`src/logic/soc_pkg.sv`:
```
// soc peripheral subsystem definitions
// address windows, register offsets, bus widths and interrupt vector layout
package soc_pkg;

	// ------------------------------------------------------------------
	// bus and board widths
	// ------------------------------------------------------------------
	typedef logic [31:0] word_t;
	typedef logic [3:0]  sel_t;
	// address bits 31..17, picks the slave window
	typedef logic [14:0] region_t;
	typedef logic [9:0]  bram_adr_t;
	typedef logic [7:0]  led_t;
	typedef logic [3:0]  btn_t;
	typedef logic [3:0]  sw_t;
	typedef logic [2:0]  rot_t;

	// ------------------------------------------------------------------
	// address map
	// ------------------------------------------------------------------
	localparam region_t REGION_BRAM  = 15'h0000;
	// 0xe002_0000
	localparam region_t REGION_TIMER = 15'h7001;
	// 0xe004_0000
	localparam region_t REGION_GPIO  = 15'h7002;
	localparam int      BRAM_WORDS   = 1024;

	// timer word offsets, adr[4:2]
	localparam logic [2:0] TMR_CTRL0 = 3'd0;
	localparam logic [2:0] TMR_CMP0  = 3'd1;
	localparam logic [2:0] TMR_CNT0  = 3'd2;
	localparam logic [2:0] TMR_CTRL1 = 3'd3;
	localparam logic [2:0] TMR_CMP1  = 3'd4;
	localparam logic [2:0] TMR_CNT1  = 3'd5;

	// timer control bits
	localparam int CTRL_EN   = 0;
	localparam int CTRL_AR   = 1;
	// write 1 to clear
	localparam int CTRL_TRIG = 2;

	// gpio word offsets, adr[3:2]
	localparam logic [1:0] GPIO_IN   = 2'd0;
	localparam logic [1:0] GPIO_OUT  = 2'd1;
	localparam logic [1:0] GPIO_OE   = 2'd2;
	localparam logic [1:0] GPIO_MASK = 2'd3;

	// interrupt vector bits, all others held high
	localparam int IRQ_UART   = 0;
	localparam int IRQ_TIMER0 = 1;
	localparam int IRQ_GPIO   = 2;
	localparam int IRQ_TIMER1 = 3;

endpackage
```
`src/logic/wb_timer.sv`:
```
// dual compare timer on wishbone
// per timer: control, compare and counter registers,
// trigger flag drives the interrupt, optional auto-reload
`timescale 1ns/10ps

module wb_timer (
	input  logic          clk,
	input  logic          rst_n_i,
	input  soc_pkg::word_t adr_i,
	input  soc_pkg::word_t dat_i,
	input  logic          we_i,
	input  logic          cyc_i,
	input  logic          stb_i,
	output soc_pkg::word_t dat_o,
	output logic          ack_o,
	output logic [1:0]    irq_o
);
	import soc_pkg::*;

	logic [1:0] en_q;
	logic [1:0] ar_q;
	logic [1:0] trig_q;
	word_t      cmp_q [2];
	word_t      cnt_q [2];

	logic       req;
	logic       wr;
	logic [2:0] ofs;
	logic [1:0] wr_ctrl;
	logic [1:0] wr_cmp;
	logic [1:0] wr_cnt;

	// control word as seen on the bus
	function automatic word_t ctrl_word(input logic en, input logic ar, input logic trig);
		word_t w;
		w            = '0;
		w[CTRL_EN]   = en;
		w[CTRL_AR]   = ar;
		w[CTRL_TRIG] = trig;
		return w;
	endfunction

	assign req = cyc_i && stb_i && !ack_o;
	assign wr  = req && we_i;
	assign ofs = adr_i[4:2];

	// register write strobes
	assign wr_ctrl[0] = wr && (ofs == TMR_CTRL0);
	assign wr_cmp[0]  = wr && (ofs == TMR_CMP0);
	assign wr_cnt[0]  = wr && (ofs == TMR_CNT0);
	assign wr_ctrl[1] = wr && (ofs == TMR_CTRL1);
	assign wr_cmp[1]  = wr && (ofs == TMR_CMP1);
	assign wr_cnt[1]  = wr && (ofs == TMR_CNT1);

	// ------------------------------------------------------------------
	// counters and register bank
	// ------------------------------------------------------------------
	always_ff @(posedge clk) begin
		if (!rst_n_i) begin
			ack_o  <= 1'b0;
			en_q   <= '0;
			ar_q   <= '0;
			trig_q <= '0;
			for (int i = 0; i < 2; i++) begin
				cmp_q[i] <= '0;
				cnt_q[i] <= '0;
			end
		end else begin
			ack_o <= req;
			for (int i = 0; i < 2; i++) begin
				// flag clear first, a match in the same cycle still sets it
				if (wr_ctrl[i] && dat_i[CTRL_TRIG]) begin
					trig_q[i] <= 1'b0;
				end
				if (en_q[i]) begin
					if (cnt_q[i] == cmp_q[i]) begin
						trig_q[i] <= 1'b1;
						if (ar_q[i]) begin
							cnt_q[i] <= '0;
						end else begin
							// one shot, stop here
							en_q[i] <= 1'b0;
						end
					end else begin
						cnt_q[i] <= cnt_q[i] + 32'd1;
					end
				end
				// bus writes win over the counter logic
				if (wr_ctrl[i]) begin
					en_q[i] <= dat_i[CTRL_EN];
					ar_q[i] <= dat_i[CTRL_AR];
				end
				if (wr_cmp[i]) begin
					cmp_q[i] <= dat_i;
				end
				if (wr_cnt[i]) begin
					cnt_q[i] <= dat_i;
				end
			end
		end
	end

	// readback, sampled at the request edge
	always_ff @(posedge clk) begin
		if (req) begin
			case (ofs)
				TMR_CTRL0: dat_o <= ctrl_word(en_q[0], ar_q[0], trig_q[0]);
				TMR_CMP0:  dat_o <= cmp_q[0];
				TMR_CNT0:  dat_o <= cnt_q[0];
				TMR_CTRL1: dat_o <= ctrl_word(en_q[1], ar_q[1], trig_q[1]);
				TMR_CMP1:  dat_o <= cmp_q[1];
				TMR_CNT1:  dat_o <= cnt_q[1];
				default:   dat_o <= '0;
			endcase
		end
	end

	// interrupt is the trigger flag itself
	assign irq_o = trig_q;

endmodule

```
`config.mk`:
```
export PLATFORM = sky130hd
export DESIGN_NAME = wb_timer
export DESIGN_NICKNAME = d
export VERILOG_FILES = /design/src/logic/soc_pkg.sv /design/src/logic/wb_timer.sv
export SDC_FILE = /design/constraint.sdc
export NUM_CORES = 1
export LEC_CHECK = 0
export BUFFER_PORTS_ARGS = -buffer_cell sky130_fd_sc_hd__buf_2
export CAP_MARGIN = 0
export CORE_MARGIN = 8
export CORE_UTILIZATION = 25
export DETAILED_ROUTE_END_ITERATION = 6
export SLEW_MARGIN = 20
export SYNTH_ARGS = -nofsm -noshare
export SYNTH_HDL_FRONTEND = slang
export SYNTH_SLANG_ARGS = --single-unit
```
`constraint.sdc`:
```
create_clock -name clk -period 11.7 [get_ports clk]
set_input_delay 1.17 -clock clk [delete_from_list [all_inputs] [get_ports clk]]
set_output_delay 1.17 -clock clk [all_outputs]
set_load 0.005 [all_outputs]
```
# After elaboration in Yosys (flattened, before gate mapping)
# Memory sizes are Yosys's and may differ from the RTL's.
# Index checks and enable logic that the tools add are counted.
# word_totals
register_bits	39
ram_bits	128
input_bits	69
elab_cells	90
mem_count	2
# memory_table
name	depth	width	read_ports	rd_clocked_by_memory_dff	wr	line	source
cmp_q	2	32	2	0	2	wb_timer.sv:23	word_t cmp_q [2];
cnt_q	2	32	2	0	2	wb_timer.sv:24	word_t cnt_q [2];
# op_classes
add_sub_neg	2
eq_ne	7
n_mux	52
bitwise	8
n_reduce_logical	13
# ops
op	n
$mux W32	8
$pmux W32 S6	1
$add A32 B1 Y32 const B	2
$eq A32 B32 Y1	2
$mux W1	43
$logic_and A1 B1 Y1	11
$or A1 B1 Y1	8
$eq A3 B2 Y1 const B	2
$eq A3 B3 Y1 const B	2
$eq A3 B1 Y1 const B	1
$logic_not A3 Y1	1
$logic_not A1 Y1	1

# Logic depth before layout (Yosys ltp)
# depth
depth_word	8
ltp_mapped	8
ltp_nobuf	6

# Worst setup path before layout
# No wires, ideal clock.
# synth_timing
path_kind	input port to flip-flop
from	input adr_i[4]
to	memory cnt_q[1][0] (netlist name), enable pin
arrival_time_ns	3.267
t_required_ns	11.234
slack_ns	7.967
path_stages	7
n_path_buf	2
path_cell_list	buf_2 > inv_2 > nor3b_1 > and3_1 > buf_2 > nor2b_1 > o21ai_0
# synth_rtl
element	line	source
from (decl)	wb_timer.sv:9	input soc_pkg::word_t adr_i,
to (decl)	wb_timer.sv:24	

==> flow_summary.html <==
<table>
<tr><th>Metric</th><th>Value</th></tr>
<tr><th colspan="2">Pwr</th></tr>
<tr><td>Internal portion of total power</td><td>0.00106 W</td></tr>
<tr><td>Net Switching</td><td>0.000339 W</td></tr>
<tr><td>Comb pwr share</td><td>6.9%</td></tr>
<tr><td>PwrDens</td><td>135 nW/um^2</td></tr>
<tr><td>VDD IR max</td><td>0.000103 V</td></tr>
<tr><td>Part of the total power dissipated in the clock network</td><td>42.4%</td></tr>
<tr><td>Cell leakage power</td><td>3.61 nW</td></tr>
<tr><td>Net switching fraction of the power</td><td>24.3%</td></tr>
<tr><td>Flop pwr share</td><td>50.7%</td></tr>
<tr><th colspan="2">Die</th></tr>
<tr><td>Top-Level Pins</td><td>104</td></tr>
<tr><td>Core region area</td><td>35300 um^2</td></tr>
<tr><td>Starting utilization of the core area</td><td>25.2%</td></tr>
<tr><td>Rows</td><td>69</td></tr>
<tr><td>Height of the die</td><td>205 um</td></tr>
<tr><td>Die footprint</td><td>41900 um^2</td></tr>
<tr><td>Floorplan die width</td><td>205 um</td></tr>
<tr><th colspan="2">Global route</th></tr>
<tr><td>Residual overflow from global routing</td><td>0</td></tr>
<tr><td>Wire length of the first global-routing pass</td><td>38900 um</td></tr>
<tr><td>Antenna violations before repair</td><td>4</td></tr>
<tr><td>Tot GR Track Use</td><td>12.3%</td></tr>
<tr><td>Maximum number of pins on one net before global-route repair</td><td>34</td></tr>
<tr><td>Vias in the first global route</td><td>6245</td></tr>
<tr><th colspan="2">Worst setup path</th></tr>
<tr><td>Data required time of the worst path</td><td>11780 ps</td></tr>
<tr><td>Sort of element at the start of the critical path</td><td>input pin</td></tr>
<tr><td>Largest fanout of any net on the critical path</td><td>33</td></tr>
<tr><td>Type of destination of the critical path</td><td>flop</td></tr>
<tr><td>Start-to-end type of the worst setup path</td><td>input pin to flop</td></tr>
<tr><td>Launch point of the worst reg-to-reg path</td><td>cnt_q[0][1]</td></tr>
<tr><td>Register-to-register setup slack</td><td>9030 ps</td></tr>
<tr><td>Critical Path AT</td><td>3370 ps</td></tr>
<tr><td>Reg2reg path depth</td><td>6</td></tr>
<tr><td>Worst setup path startpoint</td><td>adr_i[3]</td></tr>
<tr><td>Reg-to-Reg End</td><td>cnt_q[0][25]</td></tr>
<tr><th colspan="2">Timing</th></tr>
<tr><td>Setup slack of the critical path after layout</td><td>8420 ps</td></tr>
<tr><td>Finish-stage setup viols</td><td>0</td></tr>
<tr><td>Part of the cycle the worst path needs</td><td>28.1%</td></tr>
<tr><td>Worst hold slack</td><td>539 ps</td></tr>
<tr><td>Worst setup skew after layout</td><td>10.4 ps</td></tr>
<tr><td>Worst slew slack as a fraction of its limit</td><td>38.4%</td></tr>
<tr><td>Fin. max-slew vios</td><td>0</td></tr>
<tr><td>Worst-Margin Slew</td><td>922 ps</td></tr>
<tr><td>Post-layout min period</td><td>3280 ps</td></tr>
<tr><td>Final-report hold violation count</td><td>0</td></tr>
<tr><td>Total Negative Setup Slacks</td><td>0 ps</td></tr>
<tr><td>Timing-limited maximum frequency</td><td>0.304 GHz</td></tr>
<tr><td>RSZ-0062 raised after global routing</td><td>no</td></tr>
<tr><th colspan="2">Clocking</th></tr>
<tr><td>Hold bufs inserted after CTS</td><td>0</td></tr>
<tr><td>Post-CTS Repair Setup Buffers</td><td>0</td></tr>
<tr><td>Longest Clk Path Bufs</td><td>2</td></tr>
<tr><td>Total clock sinks</td><td>167</td></tr>
<tr><td>Number of CTS-inserted buffers</td><td>17</td></tr>
<tr><td>Root Driver</td><td>clkbuf_16</td></tr>
<tr><td>Reg clk slew, reported paths</td><td>60 ps</td></tr>
<tr><td>CTS tree</td><td>done</td></tr>
<tr><td>Clock H-tree levels</td><td>4</td></tr>
<tr><td>Total of cells resized after clock tree synthesis</td><td>0</td></tr>
<tr><td>Worst-Skew Late Latency</td><td>430 ps</td></tr>
<tr><th colspan="2">Synthesis</th></tr>
<tr><td>Post-synthesis register bit count</td><td>167</td></tr>
<tr><td>Mux contribution to synthesized area</td><td>0.689%</td></tr>
<tr><td>Mean cell area of the mapped netlist</td><td>11.5 um^2</td></tr>
<tr><td>Synth Area in Compound Gates</td><td>11.3%</td></tr>
<tr><td>Proportion of netlist area held by the largest area contributor</td><td>54.0%</td></tr>
<tr><td>Number of warning messages in the yosys log</td><td>0</td></tr>
<tr><td>Biggest area consumer among synthesized cells</td><td>edfxtp_1</td></tr>
<tr><td>Post-synthesis instance area</td><td>8900 um^2</td></tr>
<tr><td>Cell variety after synth</td><td>52</td></tr>
<tr><td>Top cells by area in the synthesized netlist</td><td>edfxtp_1 (54%), xor2_1 (9.5%), nand2_1 (3.9%)</td></tr>
<tr><td>Post-Syn Nets</td><td>842</td></tr>
<tr><td>Gate count after technology mapping</td><td>771</td></tr>
<tr><td>Parity-gate share of the synthesized area counting xor and xnor cells</td><td>12.2%</td></tr>
<tr><td>Simple logic cell fraction of the synthesized area</td><td>16.6%</td></tr>
<tr><td>Sequential share of the synthesized area</td><td>55.6%</td></tr>
<tr><td>Combinational family with the most area after synthesis</td><td>simple AND/OR/NAND/NOR gates</td></tr>
<tr><td>Fraction of the mapped netlist area in adder cells</td><td>0.281%</td></tr>
<tr><th colspan="2">Cells and area</th></tr>
<tr><td>Area Overhead vs Synth</td><td>16.2%</td></tr>
<tr><td># fillers</td><td>3605</td></tr>
<tr><td>Area of all placed cells without fillers</td><td>10300 um^2</td></tr>
<tr><td>Sequential standard cell area</td><td>4940 um^2</td></tr>
<tr><td>Layout cell share with drive strength beyond 1</td><td>17.8%</td></tr>
<tr><td>Combined area of the multi-input logic cells</td><td>3690 um^2</td></tr>
<tr><td>Commonest non-fill, non-tap cells in the layout</td><td>edfxtp_1 (160), xor2_1 (97), nand2_1 (93), buf_2 (74), o21ai_1 (60)</td></tr>
<tr><td>Most common cell after layout, fill and taps aside</td><td>edfxtp_1</td></tr>
<tr><td>Final Net Count</td><td>894</td></tr>
<tr><th colspan="2">Hold path</th></tr>
<tr><td>Launch point of the worst hold path</td><td>en_q[0]</td></tr>
<tr><td>Type of the worst min-delay path</td><td>flop to flop</td></tr>
<tr><td>Worst hold path endpoint</td><td>en_q[0]</td></tr>
<tr><td>Hold Path Stages</td><td>2</td></tr>
<tr><th colspan="2">Detailed routing</th></tr>
<tr><td>Number of vias in the routed layout</td><td>6436</td></tr>
<tr><td>Via-per-instance ratio</td><td>4.96</td></tr>
<tr><td>Number of iterations in the first detailed-routing pass</td><td>5</td></tr>
<tr><td>Antenna violation net count after detailed routing</td><td>0</td></tr>
<tr><td>Detailed-route wire length per cell</td><td>19.9 um</td></tr>
<tr><td>Total wirelength of the detailed-routed design</td><td>25900 um</td></tr>
<tr><td>DR iter-0 viols</td><td>638</td></tr>
<tr><td>Residual DRC count</td><td>0</td></tr>
<tr><th colspan="2">Place</th></tr>
<tr><td>Port buffer count</td><td>74</td></tr>
<tr><td>Post-Place Worst Slack</td><td>7990 ps</td></tr>
<tr><td>Placement Cell Area</td><td>9730 um^2</td></tr>
<tr><td>Routability congestion estimate</td><td>0.836</td></tr>
<tr><td>Final HPWL from detailed placement</td><td>18900 um</td></tr>
<tr><th colspan="2">Job</th></tr>
<tr><td>Number of max-cap violations</td><td>0</td></tr>
<tr><th colspan="2">Run status</th></tr>
<tr><td>Run status</td><td>finished, final reports clean</td></tr>
</table>
==> kinds of logic (layout without fill, tap and decap cells) <==
family | after synthesis | after routing
other | 0 | 1
XOR/XNOR | 124 | 124
flip-flops | 167 | 167
AND/OR/NAND/NOR | 265 | 265
adder cells (fa/ha/maj) | 2 | 2
AO/OA/AOI/OAI | 141 | 141
buffers and inverters | 66 | 131
multiplexers | 6 | 6
==> stage by stage <==
step,util [%],total power (W),std cells
after global placement,27.6,0.000815,1265
after CTS,29.3,0.00140,1297
final,29.3,0.00140,1298
after floorplan,-,0.000767,771
after detailed placement,27.6,0.000816,1265
after global routing,29.3,0.00144,1297
==> per-layer routing <==
layer | vias up | GRT usage (%) | wire (um)
met4 | 6 | 4.47 | 617
met2 | 254 | 19.1 | 12000
li1 | 2974 | - | -
met1 | 3165 | 16.4 | 11200
met3 | 37 | 2.88 | 2000
met5 | - | 0 | 35
==> power by group through the flow <==
stage                     registers [W]  logic (W)  clock network, W
after global routing           0.000711   0.000103          0.000624
after floorplan                0.000711  0.0000563                 0
after global placement         0.000719  0.0000960                 0
after CTS                      0.000707  0.0000965          0.000601
after detailed placement       0.000720  0.0000960                 0
final                          0.000708  0.0000957          0.000592
==> sequential cells by signal, summed over array words and instances (netlist names) <==
signal	flops
cmp_q	64
cnt_q	64
dat_o	32
ar_q	2
en_q	2
irq_o	2
ack_o	1
==> final cells by class <==
class	count	area share, %
Clock inverter	15	1.84
Sequential cell	167	47.8
Tap cell	461	5.57
Timing Repair Buffer	87	4.52
Antenna cell	1	0.0242
Clock buffer	17	4.11
Inverter	12	0.435
Multi-Input combinational cell	538	35.7
==> cell usage after synthesis, drive strengths merged <==
master / n
nand4: 24
mux2: 1
a22o: 29
ha: 2
nor2: 16
and4b: 1
a31oi: 1
nor3: 15
nor4b: 1
a221o: 29
and3: 9
xor2: 97
a211oi: 1
and4: 7
mux2i: 5
o21a: 1
nand2: 94
or4: 2
o2111ai: 1
buf: 31
o22ai: 1
a21oi: 3
edfxtp: 160
nor3b: 2
dfxtp: 7
a21boi: 1
nand3: 27
inv: 11
o31ai: 2
clkbuf: 23
and2: 36
xnor2: 27
clkinv: 1
a22oi: 3
nor4: 24
o21ai: 69
and2b: 1
nor2b: 5
nand2b: 1
==> worst max path at each step <==
stage,depth (start not counted),end,slack [ps]
after global placement,9,cnt_q[0][28],7970
final,9,cnt_q[0][25],8420
after CTS,9,cnt_q[0][25],8430
after detailed placement,9,cnt_q[0][28],7990
after global routing,9,cnt_q[0][30],8260
after floorplan,7,cnt_q[1][0],7970
==> worst max-delay path: stages <==
cell     delay [ps]
buf_2           190
nor2b_1         300
and2b_1         160
buf_4           370
and3_1          220
buf_4           340
nor2b_1         100
o21ai_2          70
buf_4           390
Power figures use the tool's default switching activity.
