<file path="src/logic/soc_pkg.sv">
// soc peripheral subsystem definitions
// address windows, register offsets, bus widths and interrupt vector layout
package soc_pkg;

	// ------------------------------------------------------------------
	// bus and board widths
	// ------------------------------------------------------------------
	typedef logic [31:0] word_t;
	typedef logic [3:0]  sel_t;
	// address bits 31..17, picks the slave window
	typedef logic [14:0] region_t;
	typedef logic [9:0]  bram_adr_t;
	typedef logic [7:0]  led_t;
	typedef logic [3:0]  btn_t;
	typedef logic [3:0]  sw_t;
	typedef logic [2:0]  rot_t;

	// ------------------------------------------------------------------
	// address map
	// ------------------------------------------------------------------
	localparam region_t REGION_BRAM  = 15'h0000;
	// 0xe002_0000
	localparam region_t REGION_TIMER = 15'h7001;
	// 0xe004_0000
	localparam region_t REGION_GPIO  = 15'h7002;
	localparam int      BRAM_WORDS   = 1024;

	// timer word offsets, adr[4:2]
	localparam logic [2:0] TMR_CTRL0 = 3'd0;
	localparam logic [2:0] TMR_CMP0  = 3'd1;
	localparam logic [2:0] TMR_CNT0  = 3'd2;
	localparam logic [2:0] TMR_CTRL1 = 3'd3;
	localparam logic [2:0] TMR_CMP1  = 3'd4;
	localparam logic [2:0] TMR_CNT1  = 3'd5;

	// timer control bits
	localparam int CTRL_EN   = 0;
	localparam int CTRL_AR   = 1;
	// write 1 to clear
	localparam int CTRL_TRIG = 2;

	// gpio word offsets, adr[3:2]
	localparam logic [1:0] GPIO_IN   = 2'd0;
	localparam logic [1:0] GPIO_OUT  = 2'd1;
	localparam logic [1:0] GPIO_OE   = 2'd2;
	localparam logic [1:0] GPIO_MASK = 2'd3;

	// interrupt vector bits, all others held high
	localparam int IRQ_UART   = 0;
	localparam int IRQ_TIMER0 = 1;
	localparam int IRQ_GPIO   = 2;
	localparam int IRQ_TIMER1 = 3;

endpackage
</file>
<file path="src/logic/board_io.sv">
// board glue
// button reset, sw[1] routing of leds and buttons to gpio, debug leds
`timescale 1ns/10ps

module board_io (
	input  logic          clk,
	input  logic          rst_n_i,
	input  soc_pkg::btn_t  btn_i,
	input  soc_pkg::sw_t   sw_i,
	input  soc_pkg::rot_t  rot_i,
	input  soc_pkg::word_t gpio_out_i,
	input  logic          cyc_i,
	input  logic          stb_i,
	input  logic          ack_i,
	// timer0, gpio, timer1 from bit 0 up
	input  logic [2:0]    irq_i,
	output logic          sys_rst_n_o,
	output soc_pkg::word_t gpio_in_o,
	output soc_pkg::led_t  led_o
);
	import soc_pkg::*;

	logic gpio_mode;
	logic btn_rst;
	led_t debug_leds;

	// sw[1] high: board io belongs to gpio
	assign gpio_mode = sw_i[1];
	// btn[0] is a reset only in debug mode
	assign btn_rst   = !gpio_mode && btn_i[0];

	// registered system reset
	always_ff @(posedge clk) begin
		if (!rst_n_i) begin
			sys_rst_n_o <= 1'b0;
		end else begin
			sys_rst_n_o <= !btn_rst;
		end
	end

	// ------------------------------------------------------------------
	// led and gpio input muxing
	// ------------------------------------------------------------------
	assign debug_leds = {!sys_rst_n_o, cyc_i, stb_i, ack_i, irq_i[2], irq_i[1], irq_i[0], 1'b0};
	assign led_o      = gpio_mode ? gpio_out_i[7:0] : debug_leds;

	always_comb begin
		gpio_in_o = '0;
		// rot and btn land on bits 14..8
		if (gpio_mode) begin
			gpio_in_o[14:8] = {rot_i, btn_i};
		end
	end

endmodule

</file>
<file path="config.mk">
export PLATFORM = sky130hd
export DESIGN_NAME = board_io
export DESIGN_NICKNAME = d
export VERILOG_FILES = /design/src/logic/soc_pkg.sv /design/src/logic/board_io.sv
export SDC_FILE = /design/constraint.sdc
export NUM_CORES = 1
export LEC_CHECK = 0
export BUFFER_PORTS_ARGS = -buffer_cell sky130_fd_sc_hd__buf_4
export CORE_UTILIZATION = 23
export CTS_CLUSTER_SIZE = 20
export DETAILED_ROUTE_END_ITERATION = 7
export PLACE_DENSITY = 0.93
export SYNTH_ARGS = -nofsm -noshare
export SYNTH_HDL_FRONTEND = slang
export SYNTH_SLANG_ARGS = --single-unit
</file>
<file path="constraint.sdc">
create_clock -name clk -period 0.81 [get_ports clk]
set_clock_uncertainty 0.05 [all_clocks]
set_input_delay 0 -clock clk [delete_from_list [all_inputs] [get_ports clk]]
set_output_delay 0 -clock clk [all_outputs]
set_load 0.1 [all_outputs]
</file>
; Yosys cells after proc, flatten, opt, wreduce, memory -nomap -nowiden
; Index checks and enable logic that the tools add are counted.
[totals]
word_cells = 7
inputBits = 51
reg_bits = 1
[op_classes]
reduce_logical = 4
n_mux = 2
[op_table]
columns = cell, n
row1 = 8-bit two-way mux, 1
row2 = 7-bit two-way mux, 1
row3 = 1-bit logical NOT, 3
row4 = 1-bit logical AND, 1

; Longest topological paths before layout
; Gate-level depths: netlist (run 1).
[depth]
ltp_word = 3
ltp_mapped = 4

; Least setup slack after synthesis (run 1)
; No wires, ideal clock.
[synth_path]
path_type = flip-flop to output port
startpoint = register sys_rst_n_o
endpoint = output port led_o[7]
arrival_time_ps = 2143
setup_slack_ps = -1383
n_path_buf = 0
path_stages_with_launch = 2
cell_sequence = dfxtp_1 o21ai_1
[synth_between]
elab_chain_cells = 2
[synth_lines]
columns = item, line
row1 = from (decl), board_io.sv:17  ; output logic sys_rst_n_o,
row2 = from (signal assigned), board_io.sv:37  ; sys_rst_n_o <= !btn_rst;
row3 = 1-bit logical NOT, board_io.sv:44  ; assign debug_leds = {!sys_rst_n_o, cyc_i, stb_i, ack_i, irq_i[2], irq_i[1], irq_i[0], 1'b0};
row4 = 8-bit two-way mux, board_io.sv:45  ; assign led_o = gpio_mode ? gpio_out_i[7:0] : debug_leds;
row5 = to (decl), board_io.sv:19  ; output soc_pkg::led_t led_o
; Every way passes these cells.

; Worst setup path after layout (run 1)
; Ends and elaborated chain as after synthesis.

==> out/qor.txt, run 1 <==
Run status = finished with violations
Failing checks = design-rule violations
Global placement routability congestion = 0.7433
F_max = 1327 MHz
PD cells = 1923 nW/um^2
Biggest regs = sys_rst_n_o x1
Initial antenna violation count = 0
Adder-Cell Fraction of Synth Area = 0%
GRT overflow = 0
DP Wirelength = 868.2 um
Yosys top cell area share = 47.62%
Switching power total = 956.0 uW
Post_cts resized = 1
Drt first pass iters = 6
Remaining antenna violation count = 0
Reg with most FFs = sys_rst_n_o
Final Hold Fails = 0
Final net count = 137
Mean area per synthesized cell = 8.386 sq um
Crit Path Class = flip-flop to output port
First-pass GRT wire length = 1.276 mm
Placeable Area = 1559 sq um
Max Cap Viol = 0
Yosys cell types = 10
Data required, critical path = 0.76 ns
Fin cells = 100
Setup violators final = 0
Leak Pwr = 0.3773 nW
Clock Pin Slew Worst Setup and Hold Paths = 0 ns
Startpoint types = flip-flop
Initial core utilization = 25.28%
Final WS setup = 0.05642 ns
Cell internal pwr = 249.3 uW
Via count = 378
Post-Synth Simple-Gate Area = 13.65%
Worst Setup EP = led_o[7]
Synth-to-layout area growth = 59.05%
Largest family of logic cells by synthesized area = buffers and inverters
Tmin final = 0.7536 ns
Register area share after synthesis = 5.079%
Post-synthesis mux area share = 22.86%
Peak supply drop = 0.5531 mV
Type of destination of the critical path = output port
Die width = 43.40 um
Drt drc = 16
Total routed wirelength = 930 um
Inserted Diodes = 0
Net Sw Frac = 79.31%
Final worst-path cycle share = 93.03%
Drt initial violations = 17
Compound-gate portion of the synthesized area = 3.175%
Number of vias per cell = 3.780
Biggest area consumer among synthesized cells = buf_4
I/O pin total = 92
Vias in the first global route = 336
Post-Synth XOR/XNOR Area = 0%
Mapped cell area = 394.1 sq um
Worst Setup SP = sys_rst_n_o
Placed cells = 100
Die Y = 43.40 um
Total track usage = 8.895%
DR WL/cell = 9.300 um
Synth warnings = 0
Port Buf Inserts = 39
Post-CTS setup buffers = 0
Share of layout cells above drive strength 1 = 66.67%
Die area = 1883 sq um
Total Power = 1.205 mW
RSZ-0062 raised after global routing = no
Clock power frac = 0%
Largest net degree at the start of global routing = 18
Worst slack, placed = -0.006582 ns
Ranking of synthesized cells by area = buf_4, mux2_4, and2_1
Hold crit path type = input pin to flip-flop
FILL cells = 150
Core Rows = 14
Largest register FFs = 1
CP arrival = 0.70 ns
Synthesized flop and latch total = 1
Pins Over Slew Limit = 0
CTS Hold Buffers Added = 0
Cells after Synth = 47
Combinational power share = 95.3%
Worst Path Max Fanout = 2
Sequential Power Share = 4.7%
## routing by layer
| layer | global-route usage [%] | part of all wire, % |
|---|---|---|
| met5 | 0 | 0 |
| met4 | 0 | 0 |
| met3 | 2.500 | 23 |
| met2 | 21.52 | 56 |
| met1 | 6.616 | 22 |
## power groups by stage
stage,registers [mW],logic [mW],clock network [mW]
finish,0.0566,1.15,0
global placement,0.0569,1.14,0
CTS,0.0568,1.15,0
floorplan,0.0804,1.05,0
global route,0.0575,1.17,0
detailed placement,0.0568,1.14,0
## worst max-delay path, stage by stage, from the launching register on
cell and delay, ns:
dfxtp_4 0.33, o21ai_4 0.14, buf_6 0.23
## kinds of logic after synthesis
group           count (synthesis)
compound gates                  2
buf+inv                        28
flops                           1
mux                             6
other cells                     1
simple gates                    9
## through the flow
step	TNS, ns	instance area (sq um)	util [%]	hold WS (ns)
after floorplan	-0.2779	509.2	-	0.04772
after global placement	0	619.3	39.73	0.1416
after detailed placement	-0.007266	619.3	39.73	0.1464
after CTS	0	623.1	39.97	0.1466
after global routing	0	626.9	40.21	0.1624
final	0	626.9	40.21	0.1429
## worst min-delay path by stage
stage | from | endpoint | slack [ns] | depth (start not counted)
after floorplan | btn_i[0] | sys_rst_n_o | 0.05 | 1
after global placement | btn_i[0] | sys_rst_n_o | 0.14 | 2
after detailed placement | btn_i[0] | sys_rst_n_o | 0.15 | 2
after CTS | btn_i[0] | sys_rst_n_o | 0.15 | 2
after global routing | btn_i[0] | sys_rst_n_o | 0.16 | 2
final | btn_i[0] | sys_rst_n_o | 0.14 | 2
## area by class of cell
class | instances | area (sq um) | share of cell area, %
Inverter | 1 | 3.754 | 0.5988
Multi-Input combinational cell | 42 | 271.5 | 43.31
Sequential cell | 1 | 23.77 | 3.792
Tap cell | 16 | 20.02 | 3.194
Timing Repair Buffer | 40 | 307.8 | 49.10
## cells in the final DEF (no fill, tap or decap)
cell type,netlist,layout
dfxtp_4,0,1
conb_1,1,25
buf_4,25,38
o21ai_4,0,1
inv_1,1,1
a21boi_0,1,1
nand2_1,1,1
and2_2,0,8
mux2_4,6,6
buf_6,2,2
## cell usage after synthesis, drive strengths merged
| library cell | instances |
|---|---|
| buf | 27 |
| inv | 1 |
| nand2 | 1 |
| a21boi | 1 |
| dfxtp | 1 |
| mux2 | 6 |
| conb | 1 |
| o21ai | 1 |
| and2 | 8 |
No activity file was read; power rests on OpenSTA's default activity.
==> run 2, diff against run 1 <==
--- a/config.mk
+++ b/config.mk
@@ -6,10 +6,10 @@
 export NUM_CORES = 1
 export LEC_CHECK = 0
 export BUFFER_PORTS_ARGS = -buffer_cell sky130_fd_sc_hd__buf_4
-export CORE_UTILIZATION = 23
+export CORE_UTILIZATION = 24
 export CTS_CLUSTER_SIZE = 20
 export DETAILED_ROUTE_END_ITERATION = 7
-export PLACE_DENSITY = 0.93
+export PLACE_DENSITY = 0.95
 export SYNTH_ARGS = -nofsm -noshare
 export SYNTH_HDL_FRONTEND = slang
 export SYNTH_SLANG_ARGS = --single-unit
==> out/qor.txt, run 2 (synthesis gave the netlist of run 1 again) <==
Share of layout cells above drive strength 1 = 66.27%
Total routed wirelength = 874 um
Placeable Area = 1524 sq um
Worst slack, placed = -0.01152 ns
Final Hold Fails = 0
Sequential Power Share = 4.7%
Final WS setup = 0.04810 ns
Worst Hold Depth = 2
Cell internal pwr = 246.3 uW
Biggest regs = sys_rst_n_o x1
Worst-path cell chain = buf_6 > mux2_4 > buf_4
Via count = 378
Most Used Layer, Global Route = met2
Max incr delay on CP = 0.31 ns
Final worst-path cycle share = 94.06%
FILL cells = 151
Die area = 1808 sq um
Core Rows = 14
Drt first pass iters = 1
Drt drc = 0
Worst Path Max Fanout = 17
Commonest cells after routing, fill and taps aside = buf_4, conb_1, and2_2
Final net count = 136
Initial core utilization = 25.86%
Global placement routability congestion = 0.7099
GRT overflow = 0
Port Buf Inserts = 39
Max Cap Viol = 0
DR WL/cell = 8.828 um
CP Depth = 3
Largest register FFs = 1
Clock power frac = 0%
Data required, critical path = 0.76 ns
Initial antenna violation count = 0
Setup violators final = 0
Peak supply drop = 0.7246 mV
Vias in the first global route = 304
Delay-heaviest family, CP = buffers and inverters
Inserted Diodes = 0
Number of vias per cell = 3.818
Leak Pwr = 0.3725 nW
Pins Over Slew Limit = 0
I/O pin total = 92
Total Power = 1.201 mW
Largest net degree at the start of global routing = 18
Commonest non-fill, non-tap cell in the layout = buf_4
Buf+Inv Stages, Crit Path = 2
Grt met1 use = 7.990%
Fin cells = 99
CTS Hold Buffers Added = 0
F_max = 1313 MHz
RSZ-0062 raised after global routing = no
Die Y = 42.53 um
Switching power total = 954.7 uW
Remaining antenna violation count = 0
GR Util met2 = 21.23%
Startpoint types = input pin
Placed cells = 99
Met3 GRT Util = 3.017%
Drt initial violations = 0
PD cells = 1939 nW/um^2
Synth-to-layout area growth = 57.14%
Hold crit path type = input pin to flip-flop
Reg with most FFs = sys_rst_n_o
Die width = 42.53 um
Crit path max-delay cell type = mux2_4
First-pass GRT wire length = 1.331 mm
Run status = finished, final reports clean
Type of destination of the critical path = output port
CP arrival = 0.71 ns
Net Sw Frac = 79.49%
Clock Pin Slew Worst Setup and Hold Paths = 0 ns
Crit Path Class = input pin to output port
Combinational power share = 95.3%
Total track usage = 9.427%
DP Wirelength = 822.9 um
Tmin final = 0.7619 ns
Post_cts resized = 1
Post-CTS setup buffers = 0
## run 2: cell types whose count changed in the layout (fill, tap and decap cells not counted), sizes merged
cell and delta:
buf -1
## run 2: area by class of cell
class / instances / area, sq um / share of cell area [%]
Multi-Input combinational cell: 42 / 271.5 / 43.84
Sequential cell: 1 / 23.77 / 3.838
Tap cell: 16 / 20.02 / 3.232
Timing Repair Buffer: 39 / 300.3 / 48.48
Inverter: 1 / 3.754 / 0.6061
## run 2: final timing paths
kind           to  startpoint  slack (ns)
max      led_o[4]     sw_i[1]        0.05
min   sys_rst_n_o    btn_i[0]        0.15
## run 2: stage by stage
step                hold WS (ns)  setup TNS, ns  util [%]  instance area, sq um
global route              0.1586              0     40.64                 619.3
floorplan                0.04772        -0.2779         -                 509.2
finish                    0.1500              0     40.64                 619.3
detailed placement        0.1539       -0.05928     40.15                 611.8
global placement          0.1471              0     40.15                 611.8
CTS                       0.1540              0     40.39                 615.6
## run 2: per-layer routing
metal  vias up  wire length, um
met2        52              477
met1       159              210
met5         -                0
li1        167                -
met3         0              186
met4         0                0
## run 2: power by group through the flow
stage                     clock network [mW]  logic, mW  registers, mW
after floorplan                            0       1.05         0.0804
after global placement                     0       1.14         0.0562
after detailed placement                   0       1.14         0.0563
after CTS                                  0       1.14         0.0563
after global routing                       0       1.17         0.0567
final                                      0       1.14         0.0561
==> run 3, diff against run 2 <==
--- a/config.mk
+++ b/config.mk
@@ -6,6 +6,7 @@
 export NUM_CORES = 1
 export LEC_CHECK = 0
 export BUFFER_PORTS_ARGS = -buffer_cell sky130_fd_sc_hd__buf_4
+export CORE_MARGIN = 4
 export CORE_UTILIZATION = 24
 export CTS_CLUSTER_SIZE = 20
 export DETAILED_ROUTE_END_ITERATION = 7
==> out/qor.txt, run 3 (synthesis gave the netlist of run 1 again) <==
DR WL/cell = 10.88 um
Final Core Density = 41.13%
Worst Hold Depth = 2
Drt first pass iters = 2
Sequential Power Share = 4.7%
Peak supply drop = 0.7206 mV
Hold Path Origin = btn_i[0]
Die Y = 48.53 um
Via count = 379
RSZ-0062 raised after global routing = no
Total track usage = 7.952%
Combinational power share = 95.3%
Buf+Inv Stages, Crit Path = 2
CTS Hold Buffers Added = 0
Commonest cells after routing, fill and taps aside = buf_4, conb_1, and2_2
Synth-to-layout area growth = 59.05%
Clock power frac = 0%
Final net count = 137
Switching power total = 957.2 uW
I/O pin total = 92
Reg with most FFs = sys_rst_n_o
Hold crit path type = input pin to flip-flop
Port Buf Inserts = 39
Global placement routability congestion = 0.6644
Initial antenna violation count = 0
Startpoint types = input pin
Placeable Area = 1524 sq um
Final Hold Fails = 0
Number of vias per cell = 3.790
Commonest non-fill, non-tap cell in the layout = buf_4
Max Cap Viol = 0
Placed cells = 100
Type of destination of the critical path = output port
Final instance area = 626.9 sq um
Final worst-path cycle share = 92.88%
Crit path max-delay cell type = mux2_4
First-pass GRT wire length = 1.566 mm
Inserted Diodes = 0
CP arrival = 0.70 ns
Largest register FFs = 1
GRT overflow = 0
Worst-path cell chain = buf_6 > mux2_4 > buf_4
Drt initial violations = 3
Worst Path Max Fanout = 17
Tmin final = 0.7523 ns
Vias in the first global route = 375
Fin cells = 100
F_max = 1329 MHz
Total routed wirelength = 1.088 mm
Hold_ws = 0.1414 ns
Setup violators final = 0
Max incr delay on CP = 0.31 ns
Data required, critical path = 0.76 ns
Biggest regs = sys_rst_n_o x1
Cell internal pwr = 249.3 uW
Crit Path Class = input pin to output port
Share of layout cells above drive strength 1 = 66.67%
Die width = 48.53 um
Run status = finished, final reports clean
Pins Over Slew Limit = 0
Final setup TNS = 0 ns
Largest net degree at the start of global routing = 18
Clock Pin Slew Worst Setup and Hold Paths = 0 ns
CP Depth = 3
Net Sw Frac = 79.34%
Core Rows = 14
Initial core utilization = 25.86%
Die area = 2355 sq um
PD cells = 1925 nW/um^2
Worst Setup SP = sw_i[1]
Leak Pwr = 0.3773 nW
Remaining antenna violation count = 0
Placed Area = 619.3 sq um
Delay-heaviest family, CP = buffers and inverters
Drt drc = 0
## run 3: cell types whose count changed in the layout (fill, tap and decap cells not counted), sizes merged
cell	delta
buf	+1
## run 3: final timing paths
kind                     endpoint  slack, ns
worst max-delay path     led_o[6]       0.06
worst min-delay path  sys_rst_n_o       0.14
## run 3: per-layer routing
metal | wire length, um | vias to the layer above | global-route usage [%]
met5 | 0 | - | 0
met4 | 0 | 0 | 0
met3 | 290 | 0 | 6.442
met2 | 537 | 51 | 16.09
met1 | 259 | 159 | 5.861
li1 | - | 169 | -
## run 3: power groups by stage
stage | registers (mW) | logic, mW | clock network [mW]
after floorplan | 0.0804 | 1.05 | 0
after global placement | 0.0566 | 1.14 | 0
after detailed placement | 0.0566 | 1.14 | 0
after CTS | 0.0566 | 1.15 | 0
after global routing | 0.0572 | 1.18 | 0
final | 0.0563 | 1.15 | 0
## run 3: cell type report
cell class	count	area [sq um]
well taps	16	20.02
multi-input cells	42	271.5
repair buffers	40	307.8
fillers	144	897.1
inverters	1	3.754
flip-flops and latches	1	23.77
## run 3: metrics by stage
| stage | setup slack (ns) | power (mW) |
|---|---|---|
| 6_report | 0.05770 | 1.206 |
| 5_1_grt | 0.02680 | 1.235 |
| 2_1_floorplan | -0.2779 | 1.135 |
| 3_5_place_dp | -0.006277 | 1.201 |
| 4_1_cts | 0.003046 | 1.203 |
| 3_3_place_gp | 0.004376 | 1.196 |
## run 3: what timing repair did
| action | in CTS | in global routing |
|---|---|---|
| setup buffers | 0 | 0 |
| setup endpoints to repair | 2 | 1 |
| cloned | 0 | 0 |
| gates resized for setup | 1 | 1 |
