===== src/logic/soc_pkg.sv =====
// soc peripheral subsystem definitions
// address windows, register offsets, bus widths and interrupt vector layout
package soc_pkg;

	// ------------------------------------------------------------------
	// bus and board widths
	// ------------------------------------------------------------------
	typedef logic [31:0] word_t;
	typedef logic [3:0]  sel_t;
	// address bits 31..17, picks the slave window
	typedef logic [14:0] region_t;
	typedef logic [9:0]  bram_adr_t;
	typedef logic [7:0]  led_t;
	typedef logic [3:0]  btn_t;
	typedef logic [3:0]  sw_t;
	typedef logic [2:0]  rot_t;

	// ------------------------------------------------------------------
	// address map
	// ------------------------------------------------------------------
	localparam region_t REGION_BRAM  = 15'h0000;
	// 0xe002_0000
	localparam region_t REGION_TIMER = 15'h7001;
	// 0xe004_0000
	localparam region_t REGION_GPIO  = 15'h7002;
	localparam int      BRAM_WORDS   = 1024;

	// timer word offsets, adr[4:2]
	localparam logic [2:0] TMR_CTRL0 = 3'd0;
	localparam logic [2:0] TMR_CMP0  = 3'd1;
	localparam logic [2:0] TMR_CNT0  = 3'd2;
	localparam logic [2:0] TMR_CTRL1 = 3'd3;
	localparam logic [2:0] TMR_CMP1  = 3'd4;
	localparam logic [2:0] TMR_CNT1  = 3'd5;

	// timer control bits
	localparam int CTRL_EN   = 0;
	localparam int CTRL_AR   = 1;
	// write 1 to clear
	localparam int CTRL_TRIG = 2;

	// gpio word offsets, adr[3:2]
	localparam logic [1:0] GPIO_IN   = 2'd0;
	localparam logic [1:0] GPIO_OUT  = 2'd1;
	localparam logic [1:0] GPIO_OE   = 2'd2;
	localparam logic [1:0] GPIO_MASK = 2'd3;

	// interrupt vector bits, all others held high
	localparam int IRQ_UART   = 0;
	localparam int IRQ_TIMER0 = 1;
	localparam int IRQ_GPIO   = 2;
	localparam int IRQ_TIMER1 = 3;

endpackage

===== src/logic/wb_decoder.sv =====
// wishbone address decoder
// routes stb by address window, steers read data and ack back,
// acks unmapped cycles with zero data
`timescale 1ns/10ps

module wb_decoder (
	input  logic          clk,
	input  logic          rst_n_i,
	input  soc_pkg::word_t adr_i,
	input  logic          cyc_i,
	input  logic          stb_i,
	// per slave strobes
	output logic          bram_stb_o,
	output logic          timer_stb_o,
	output logic          gpio_stb_o,
	// slave returns
	input  soc_pkg::word_t bram_dat_i,
	input  soc_pkg::word_t timer_dat_i,
	input  soc_pkg::word_t gpio_dat_i,
	input  logic          bram_ack_i,
	input  logic          timer_ack_i,
	input  logic          gpio_ack_i,
	// back to the master
	output soc_pkg::word_t dat_o,
	output logic          ack_o
);
	import soc_pkg::*;

	region_t region;
	logic    hit_bram;
	logic    hit_timer;
	logic    hit_gpio;
	logic    unmapped;
	logic    unm_ack_q;

	// window compare on the high address bits
	assign region    = adr_i[31:17];
	assign hit_bram  = (region == REGION_BRAM);
	assign hit_timer = (region == REGION_TIMER);
	assign hit_gpio  = (region == REGION_GPIO);
	assign unmapped  = !(hit_bram || hit_timer || hit_gpio);

	// at most one slave sees stb
	assign bram_stb_o  = stb_i && hit_bram;
	assign timer_stb_o = stb_i && hit_timer;
	assign gpio_stb_o  = stb_i && hit_gpio;

	// ------------------------------------------------------------------
	// unmapped answer, same one-cycle ack as the slaves
	// ------------------------------------------------------------------
	always_ff @(posedge clk) begin
		if (!rst_n_i) begin
			unm_ack_q <= 1'b0;
		end else begin
			unm_ack_q <= cyc_i && stb_i && unmapped && !unm_ack_q;
		end
	end

	// return steering
	always_comb begin
		if (hit_bram) begin
			dat_o = bram_dat_i;
			ack_o = bram_ack_i;
		end else if (hit_timer) begin
			dat_o = timer_dat_i;
			ack_o = timer_ack_i;
		end else if (hit_gpio) begin
			dat_o = gpio_dat_i;
			ack_o = gpio_ack_i;
		end else begin
			// nothing there, reads as zero
			dat_o = '0;
			ack_o = unm_ack_q;
		end
	end

endmodule


===== config.mk =====
export PLATFORM = sky130hd
export DESIGN_NAME = wb_decoder
export DESIGN_NICKNAME = d
export VERILOG_FILES = /design/src/logic/soc_pkg.sv /design/src/logic/wb_decoder.sv
export SDC_FILE = /design/constraint.sdc
export NUM_CORES = 1
export LEC_CHECK = 0
export ABC_AREA = 1
export BUFFER_PORTS_ARGS = -buffer_cell sky130_fd_sc_hd__buf_2
export CAP_MARGIN = 10
export CELL_PAD_IN_SITES_DETAIL_PLACEMENT = 1
export CELL_PAD_IN_SITES_GLOBAL_PLACEMENT = 2
export CORE_UTILIZATION = 11
export CTS_BUF_LIST = sky130_fd_sc_hd__clkbuf_8 sky130_fd_sc_hd__clkbuf_16
export DETAILED_ROUTE_END_ITERATION = 10
export PLACE_DENSITY = 0.84
export SYNTH_ARGS = -nofsm -noshare
export SYNTH_HDL_FRONTEND = slang
export SYNTH_SLANG_ARGS = --single-unit

===== constraint.sdc =====
create_clock -name clk -period 1.3 [get_ports clk]
set_input_delay 0.065 -clock clk [delete_from_list [all_inputs] [get_ports clk]]
set_output_delay 0.065 -clock clk [all_outputs]
set_load 0.02 [all_outputs]

# Word-level counts from Yosys, hierarchy flattened
# Cells that the tools add are included.
# totals
regBits	1
inputBits	135
out_inout_bits	36
wordCells	20
# op_classes
n_eq_ne	2
n_mux	6
n_reduce_logical	11
# ops
op	n
2-to-1 mux 32 bit	3
== test 15 bit, second input constant	2
zero test 15 bit	1
logical AND 1 bit	6
2-to-1 mux 1 bit	3
zero test 1 bit	2
logical OR 1 bit	2

# Depth between registers and ports, before layout
# Gate-level depths: netlist of run 1.
# logic_depth
depth_word	6
depth_mapped	9
depth_no_buf	9

# Worst setup path before layout of run 1
# OpenSTA, ideal clock, no wires.
# synth_path
kind	input to output
start	in adr_i[28]
end	out bram_stb_o
arrival_time_ns	1.108
required_time_ns	1.235
path_slack_ns	0.127
stages	7
path_buffers	2
cell_sequence	nor2_1 > nand2_1 > nor2_4 > nand2_1 > buf_2 > buf_2 > nor2_1
# synth_between
elab_chain_len	2
# synth_lines
item	line	rtl
from (decl)	wb_decoder.sv:9	input soc_pkg::word_t adr_i,
zero test 15 bit	wb_decoder.sv:38	assign hit_bram = (region == REGION_BRAM);
logical AND 1 bit	wb_decoder.sv:44	assign bram_stb_o = stb_i && hit_bram;
to (decl)	wb_decoder.sv:13	output logic bram_stb_o,
# Every way passes these cells.

# Worst setup path in the final report of run 1
# layout_path
start	in adr_i[27]
end	out timer_stb_o
# layout_between
elab_chain_len	2
# layout_lines
item	line	rtl
== test 15 bit	wb_decoder.sv:39	assign hit_timer = (region == REGION_TIMER);
logical AND 1 bit	wb_decoder.sv:45	assign timer_stb_o = stb_i && hit_timer;
to (decl)	wb_decoder.sv:14	output logic timer_stb_o,
# Every way passes these cells.

==> impl_metrics.toml, run 1 <==
[global_routing]
grtUsageTotal_pct = 11.2
grt_overflow = 0
met1_usage_pct = 13.3
grt_max_degree = 34
grt_busiest_layer = "met2"
met3_usage_pct = 0.844
grt_pass1_wl_um = 10800
antenna_found_initial = 0
met2_usage_pct = 22.5
grt_pass1_vias = 2366

[sta]
slew_viol_final = 0
relSlewSlack_pct = 82.1
setup_violations = 36
max_freq_mhz = 652
hold_violations = 0
finalWorstSetupSlack_ns = -0.233
tightest_slew_ns = 0.267
fin_skew_ns = 0
rsz0062_at_grt = "yes"
fin_crit_ns = 1.53
final.period_utilization_pct = 118

[finish]
drive_above_1_share_pct = 54.6
final_cell_mix = "buf_2, nand3_1, buf_6"
layout.nets = 569
multi_input_area_um2 = 1140
fin_area_um2 = 3030
fillers = 1390
syn2layout_area_growth_pct = 144
largestRegisters = "unm_ack_q: 1 flops"
fin_cells = 572
top_register = "unm_ack_q"
regArea_um2 = 20.0
largest_register_ffs = 1
antenna_cells = 0
final_common_cell = "buf_2"

[pwr]
p_per_area_nw_per_um2 = 101
power_uw = 307
power_leakage_nw = 1.73
ir_drop_v = 0.0000451

[route]
wl_per_cell_um = 13.8
drtIter0Drc = 118
drc = 0
wl_um = 7910
routed-via-count = 2411
via_per_inst = 4.22
drtAntennaViolNets = 0
drtPass1Iterations = 4

[setup_path]
critPathKind = "primary input to primary output"
path_depth = 10
required_ns = 1.24
r2r-start = "unm_ack_q"
start_kind = "primary input"
critPathArrivalTime_ns = 1.47
slowest_delay_ns = 0.23
crit_top_cell = "buf_4"
path_cells = "buf_6 -> nor2_4 -> nand2_2 -> nor2_4 -> buf_4 -> buf_12 -> nand2_1 -> buf_4 -> nor2_1 -> buf_4"
cp_slowest_cell = "nor2_4"
path_max_fanout = 15
rrSetupSlack_ns = 0.67
endpoint = "timer_stb_o"
r2r_end = "unm_ack_q"
cp-startpoint = "adr_i[27]"
crit_buf_inv = 5
end_kind = "primary output"
worst_r2r_path_depth = 3
path_delay_family = "buffers and inverters"

[yosys]
syn_area_per_cell_um2 = 4.76
netlist_area_um2 = 1240
syn_inst = 261
synth_top_area_share_pct = 41.1
yosys.area.top_type = "nand3_1"
ys_types = 15
synth-seq-cells = 1
synth_nets = 396
seq_area_frac_synth_pct = 1.61
synth_area_leaders = "nand3_1, nand2_1, or2_0"
synth_warnings = 0

[placement]
io_buffers = 153
place_area_um2 = 2280
gp_congestion = 0.722
post-dp-hpwl_um = 5220
place_inst = 556

[min_path]
min_delay_path_depth = 3
hp-class = "primary input to flop"

[flow_run]
drv_cap = 0

[die]
rows = 38
io-pin-count = 171
start_util_pct = 11.4
coreArea_um2 = 10900
die_y_um = 108
die_w_um = 108
die_area_um2 = 11700

[status]
violations = "negative setup slack"
status = "finished, violations left"

[cts]
insertion_delay_ns = 0
clk_pin_slew_ns = 0
cts-hold-fix-buffers = 0
==> worst min path at each step <==
stage / start / to / slack [ns]
6_report: stb_i / unm_ack_q / 0.35
5_1_grt: stb_i / unm_ack_q / 0.37
4_1_cts: rst_n_i / unm_ack_q / 0.36
3_5_place_dp: rst_n_i / unm_ack_q / 0.36
3_3_place_gp: stb_i / unm_ack_q / 0.35
2_1_floorplan: stb_i / unm_ack_q / 0.20
==> per-layer routing <==
| layer | wire length [µm] | vias to the layer above |
|---|---|---|
| met4 | 14 | 0 |
| met3 | 515 | 2 |
| met2 | 4180 | 107 |
| li1 | - | 1176 |
| met5 | 0 | - |
| met1 | 3200 | 1126 |
==> worst min-delay path, delay by kind of cell <==
| family | cells | cell delay (ns) |
|---|---|---|
| buf+inv | 1 | 0.10 |
| simple gates | 2 | 0.12 |
==> area by class of cell <==
class	count	area share [%]
multi-input combinational	202	37.6
tap	140	5.79
timing repair buffer	191	51.2
sequential	1	0.662
inverter	38	4.71
==> synth_stat cells <==
cell type    n
buf_1        2
buf_2       13
buf_4        1
buf_6        1
clkbuf_1     3
dfxtp_1      1
inv_1       38
nand2_1     50
nand3_1    102
nor2_1      15
nor2_2       1
nor2_4       1
nor3_1       1
or2_0       26
or2_2        6
==> cells by family after synthesis <==
group | Yosys count | share of synthesized area, %
simple gates | 202 | 78.7
buf+inv | 58 | 19.7
flops | 1 | 1.61
==> stage by stage <==
| step | TNS, ns | utilization, % | worst slack (ns) | hold WS (ns) |
|---|---|---|---|---|
| final | -3.89 | 27.7 | -0.233 | 0.352 |
| after global routing | -7.06 | 27.7 | -0.288 | 0.367 |
| after CTS | -2.44 | 23.8 | -0.111 | 0.358 |
| after detailed placement | -4.96 | 20.8 | -0.187 | 0.360 |
| after global placement | -3.34 | 20.8 | -0.151 | 0.353 |
| after floorplan | 0 | - | 0.127 | 0.203 |
==> report_power, final <==
group	internal, mW	total [mW]	switching (mW)
combinational	0.169	0.273	0.104
sequential	0.0326	0.0334	0.000751
clock	0	0	0
total	0.202	0.307	0.105
==> repair_timing <==
item / in CTS / in global routing
pin swaps: 5 / 36
setup buffers: 2 / 4
setup endpoints to repair: 36 / 36
gates resized for setup: 75 / 73
gates cloned: 3 / 7
hold endpoints to repair: 0 / 0
Power figures use the tool's default switching activity.
==> run 2: changes to the inputs <==
- CELL_PAD_IN_SITES_DETAIL_PLACEMENT: 1 -> 0
- CORE_ASPECT_RATIO: unset -> 1.2
==> run 2 against run 1 <==
The run still ends with negative setup slack left. Sequential cell count did not move. Register-to-register slack is essentially flat. Setup slack improved by 0.12 ns. Sequential share of layout area is essentially flat. Via count fell by 4.2%. Critical path depth did not move. Combinational power increased by 4%. Fmax increased by 8.4%.
==> impl_metrics.toml, run 2 (synthesis gave the netlist of run 1 again) <==
[setup_path]
slowest_delay_ns = 0.27
path_max_fanout = 22
critPathArrivalTime_ns = 1.35
crit_buf_inv = 4
start_kind = "primary input"
path_cells = "buf_6 -> nor2_4 -> nand2_2 -> nor2_4 -> nand2_4 -> buf_6 -> or2_2 -> nand2_1 -> inv_1 -> buf_2"
critPathKind = "primary input to primary output"
path_delay_family = "simple AND/OR/NAND/NOR gates"
end_kind = "primary output"
cp_slowest_cell = "or2_2"
required_ns = 1.24

[finish]
largestRegisters = "unm_ack_q: 1 flops"
final_cell_mix = "buf_2, nand3_1, nand2_1"
drive_above_1_share_pct = 52.2
top_register = "unm_ack_q"
syn2layout_area_growth_pct = 140
fin_area_um2 = 2980
fin_cells = 566
final_common_cell = "buf_2"
largest_register_ffs = 1
layout.nets = 570

[global_routing]
grt_pass1_wl_um = 10100
grt_overflow = 0
met2_usage_pct = 20.1
grt_pass1_vias = 2061
grt_max_degree = 35
grt_busiest_layer = "met2"
antenna_found_initial = 1
met1_usage_pct = 13.4
met3_usage_pct = 0.828
grtUsageTotal_pct = 10.5

[sta]
finalWorstSetupSlack_ns = -0.115
fin_crit_ns = 1.41
tightest_slew_ns = 0.165
hold_violations = 0
final.period_utilization_pct = 109
setup_violations = 33
rsz0062_at_grt = "yes"
relSlewSlack_pct = 89.0
max_freq_mhz = 707
fin_skew_ns = 0
slew_viol_final = 0

[status]
status = "finished, violations left"
violations = "negative setup slack"

[route]
wl_um = 8290
routed-via-count = 2309
drc = 0
wl_per_cell_um = 14.7
drtAntennaViolNets = 0
via_per_inst = 4.08
drtPass1Iterations = 4
drtIter0Drc = 83

[pwr]
power_uw = 317
ir_drop_v = 0.000146
power_leakage_nw = 1.73
p_per_area_nw_per_um2 = 106

[die]
rows = 42
die_y_um = 118
io-pin-count = 171
die_w_um = 99.0
die_area_um2 = 11700
coreArea_um2 = 11000
start_util_pct = 11.3

[placement]
place_area_um2 = 2260
io_buffers = 153
gp_congestion = 0.764
post-dp-hpwl_um = 4640
place_inst = 544

[min_path]
hp-class = "primary input to flop"

[flow_run]
drv_cap = 0

[cts]
cts-hold-fix-buffers = 0
insertion_delay_ns = 0
clk_pin_slew_ns = 0
run 2: layer usage:
metal,wire length (µm),vias to the layer above
met5,0,-
met4,12,0
met3,385,2
met2,4390,81
met1,3510,1047
li1,-,1179
run 2: tightest hold or removal path, stage by stage:
cell     delay, ns
buf_2         0.10
nand3_1       0.06
nor3_1        0.05
run 2: through the flow:
stage | TNS, ns | util, % | hold slack (ns) | setup slack [ns]
after floorplan | 0 | - | 0.203 | 0.127
after global placement | -3.12 | 20.5 | 0.328 | -0.158
after detailed placement | -4.27 | 20.5 | 0.338 | -0.187
after CTS | -2.39 | 21.8 | 0.341 | -0.106
after global routing | -4.18 | 27.0 | 0.358 | -0.195
final | -1.40 | 27.0 | 0.337 | -0.115
run 2: timing repair:
item | 4_1_cts | 5_1_grt
setup endpoints to repair | 36 | 36
gates cloned | 3 | 12
gates resized for setup | 17 | 78
setup buffers | 2 | 4
pin swaps | 4 | 13
run 2: final timing paths:
check,start,slack [ns],to,cells after the start
hold reg to reg,unm_ack_q,0.49,unm_ack_q,3
setup / recovery,adr_i[25],-0.11,dat_o[0],10
setup reg to reg,unm_ack_q,0.67,unm_ack_q,3
hold / removal,stb_i,0.34,unm_ack_q,3
run 2: final cells by class:
cell class                 count  area [µm²]
fill                        1269        8050
inverter                      38         145
tap                          132         165
antenna                        1        2.50
sequential                     1        20.0
multi-input combinational    202        1120
timing repair buffer         192        1530
run 2: power breakdown:
group	switching, mW	internal (mW)	total [mW]
Clock	0	0.000000103	0.000000103
Combinational	0.106	0.177	0.284
Sequential	0.000531	0.0326	0.0331
Total	0.107	0.210	0.317
==> run 3: changes to the inputs <==
- BUFFER_PORTS_ARGS: -buffer_cell sky130_fd_sc_hd__buf_2 -> -buffer_cell sky130_fd_sc_hd__buf_4
- CAP_MARGIN: 10 -> 40
==> run 3 against run 2 <==
The flow still finishes with violations (negative setup slack). Sequential share of layout area fell by 0.089 points. Largest cell class unchanged. Setup slack improved by 0.0069 ns. Critical endpoint is now dat_o[19]. Sequential power barely moved. Critical path type unchanged. Combinational power rose by 32%. Core utilization rose by 4.1 points. First-iteration DRC count rose by 23%.
==> impl_metrics.toml, run 3 (synthesis gave the netlist of run 1 again) <==
[setup_path]
slowest_delay_ns = 0.16
crit_buf_inv = 6
required_ns = 1.24
endpoint = "dat_o[19]"
path_max_fanout = 7
end_kind = "primary output"
critPathArrivalTime_ns = 1.34
start_kind = "primary input"
cp_slowest_cell = "buf_12"
r2r-start = "unm_ack_q"
worst_r2r_path_depth = 3
cp-startpoint = "adr_i[21]"
r2r_end = "unm_ack_q"
path_depth = 12
path_cells = "buf_6 -> nor2_4 -> nand2_2 -> nor2_4 -> buf_12 -> nand2_8 -> buf_12 -> clkbuf_16 -> nand3_1 -> nand2_1 -> inv_1 -> buf_6"
path_delay_family = "buffers and inverters"
rrSetupSlack_ns = 0.68
critPathKind = "primary input to primary output"

[placement]
place_inst = 546
gp_congestion = 0.739
post-dp-hpwl_um = 4910
place_area_um2 = 2670
pre_cts_ws_ns = -0.199
io_buffers = 153

[global_routing]
grt_overflow = 0
grt_pass1_vias = 2267
grtUsageTotal_pct = 12.6
antenna_found_initial = 1
grt_max_degree = 34
grt_pass1_wl_um = 11800

[status]
status = "finished, violations left"
violations = "negative setup slack"

[pwr]
power_uw = 410
power.switching_uw = 104
swShare_pct = 25.3
power_leakage_nw = 1.90
clkPwrFrac_pct = 0
p_per_area_nw_per_um2 = 119
ir_drop_v = 0.000164
pwr-share-comb_pct = 91.9
p_seq_share_pct = 8.1
intPower_uw = 306

[route]
wl_met3_um = 472
wl_met1_um = 3350
via_per_inst = 4.22
drtPass1Iterations = 4
drtAntennaViolNets = 0
drtIter0Drc = 102
routed-via-count = 2398
wl_um = 8420
wl_met2_um = 4600
drc = 0
wl_per_cell_um = 14.8
maxUsedRoutingLayer = "met3"

[sta]
tightest_slew_ns = 0.266
hold_violations = 0
relSlewSlack_pct = 82.2
rsz0062_at_grt = "yes"
fin_skew_ns = 0
slew_viol_final = 0
finalWorstSetupSlack_ns = -0.108
final.period_utilization_pct = 108
max_freq_mhz = 710
fin_crit_ns = 1.41
setup_violations = 35

[finish]
largestRegisters = "unm_ack_q: 1 flops"
layout.nets = 572
final_common_cell = "buf_4"
fin_area_um2 = 3440
final_cell_mix = "buf_4, nand3_1, buf_6"
postLayoutCoreUtil_pct = 31.2
largest_register_ffs = 1
syn2layout_area_growth_pct = 177
fin_cells = 568
drive_above_1_share_pct = 55.2
top_register = "unm_ack_q"

[cts]
cts-hold-fix-buffers = 0
clk_pin_slew_ns = 0
insertion_delay_ns = 0

[die]
rows = 42
die_w_um = 99.0
io-pin-count = 171
start_util_pct = 11.3
die_area_um2 = 11700
die_y_um = 118
coreArea_um2 = 11000

[min_path]
hp-class = "primary input to flop"

[flow_run]
drv_cap = 0
## run 3: layout make-up
| cell class | instances | area (µm²) |
|---|---|---|
| diodes | 1 | 2.50 |
| fillers | 1213 | 7600 |
| inverters | 38 | 143 |
| multi-input cells | 202 | 1160 |
| flip-flops and latches | 1 | 20.0 |
| well taps | 132 | 165 |
| repair buffers | 194 | 1940 |
## run 3: what timing repair did
action,4_1_cts,5_1_grt
pin swaps,18,5
endpoints found under the hold margin,0,0
setup endpoints to repair,34,36
setup buffers,9,1
gates cloned,7,5
gates resized for setup,74,33
## run 3: worst min-delay path by stage
stage,startpoint,endpoint,slack [ns],cells past startpoint
after global placement,stb_i,unm_ack_q,0.34,3
after global routing,stb_i,unm_ack_q,0.37,3
after floorplan,stb_i,unm_ack_q,0.20,2
final,stb_i,unm_ack_q,0.34,3
after CTS,stb_i,unm_ack_q,0.34,3
after detailed placement,stb_i,unm_ack_q,0.34,3
## run 3: worst min-delay path, stage by stage
cell and delay, ns:
buf_4 0.11, nand3_1 0.06, nor3_1 0.05
## run 3: layer usage
metal | global-route usage, % | vias to the layer above
li1 | - | 1191
met1 | 15.5 | 1117
met2 | 24.7 | 90
met3 | 1.30 | 0
met4 | 0 | 0
met5 | 0 | -
## run 3: through the flow
stage | hold WS (ns) | TNS (ns)
floorplan | 0.203 | 0
global placement | 0.339 | -3.15
detailed placement | 0.338 | -4.18
CTS | 0.341 | -2.20
global route | 0.366 | -6.35
finish | 0.339 | -2.92
## run 3: power groups by stage
| stage | sequential (mW) | combinational, mW | clock [mW] |
|---|---|---|---|
| 2_1_floorplan | 0.0331 | 0.0278 | 0 |
| 3_3_place_gp | 0.0331 | 0.321 | 0 |
| 3_5_place_dp | 0.0331 | 0.322 | 0 |
| 4_1_cts | 0.0331 | 0.363 | 0 |
| 5_1_grt | 0.0332 | 0.402 | 0 |
| 6_report | 0.0331 | 0.376 | 0.000000103 |
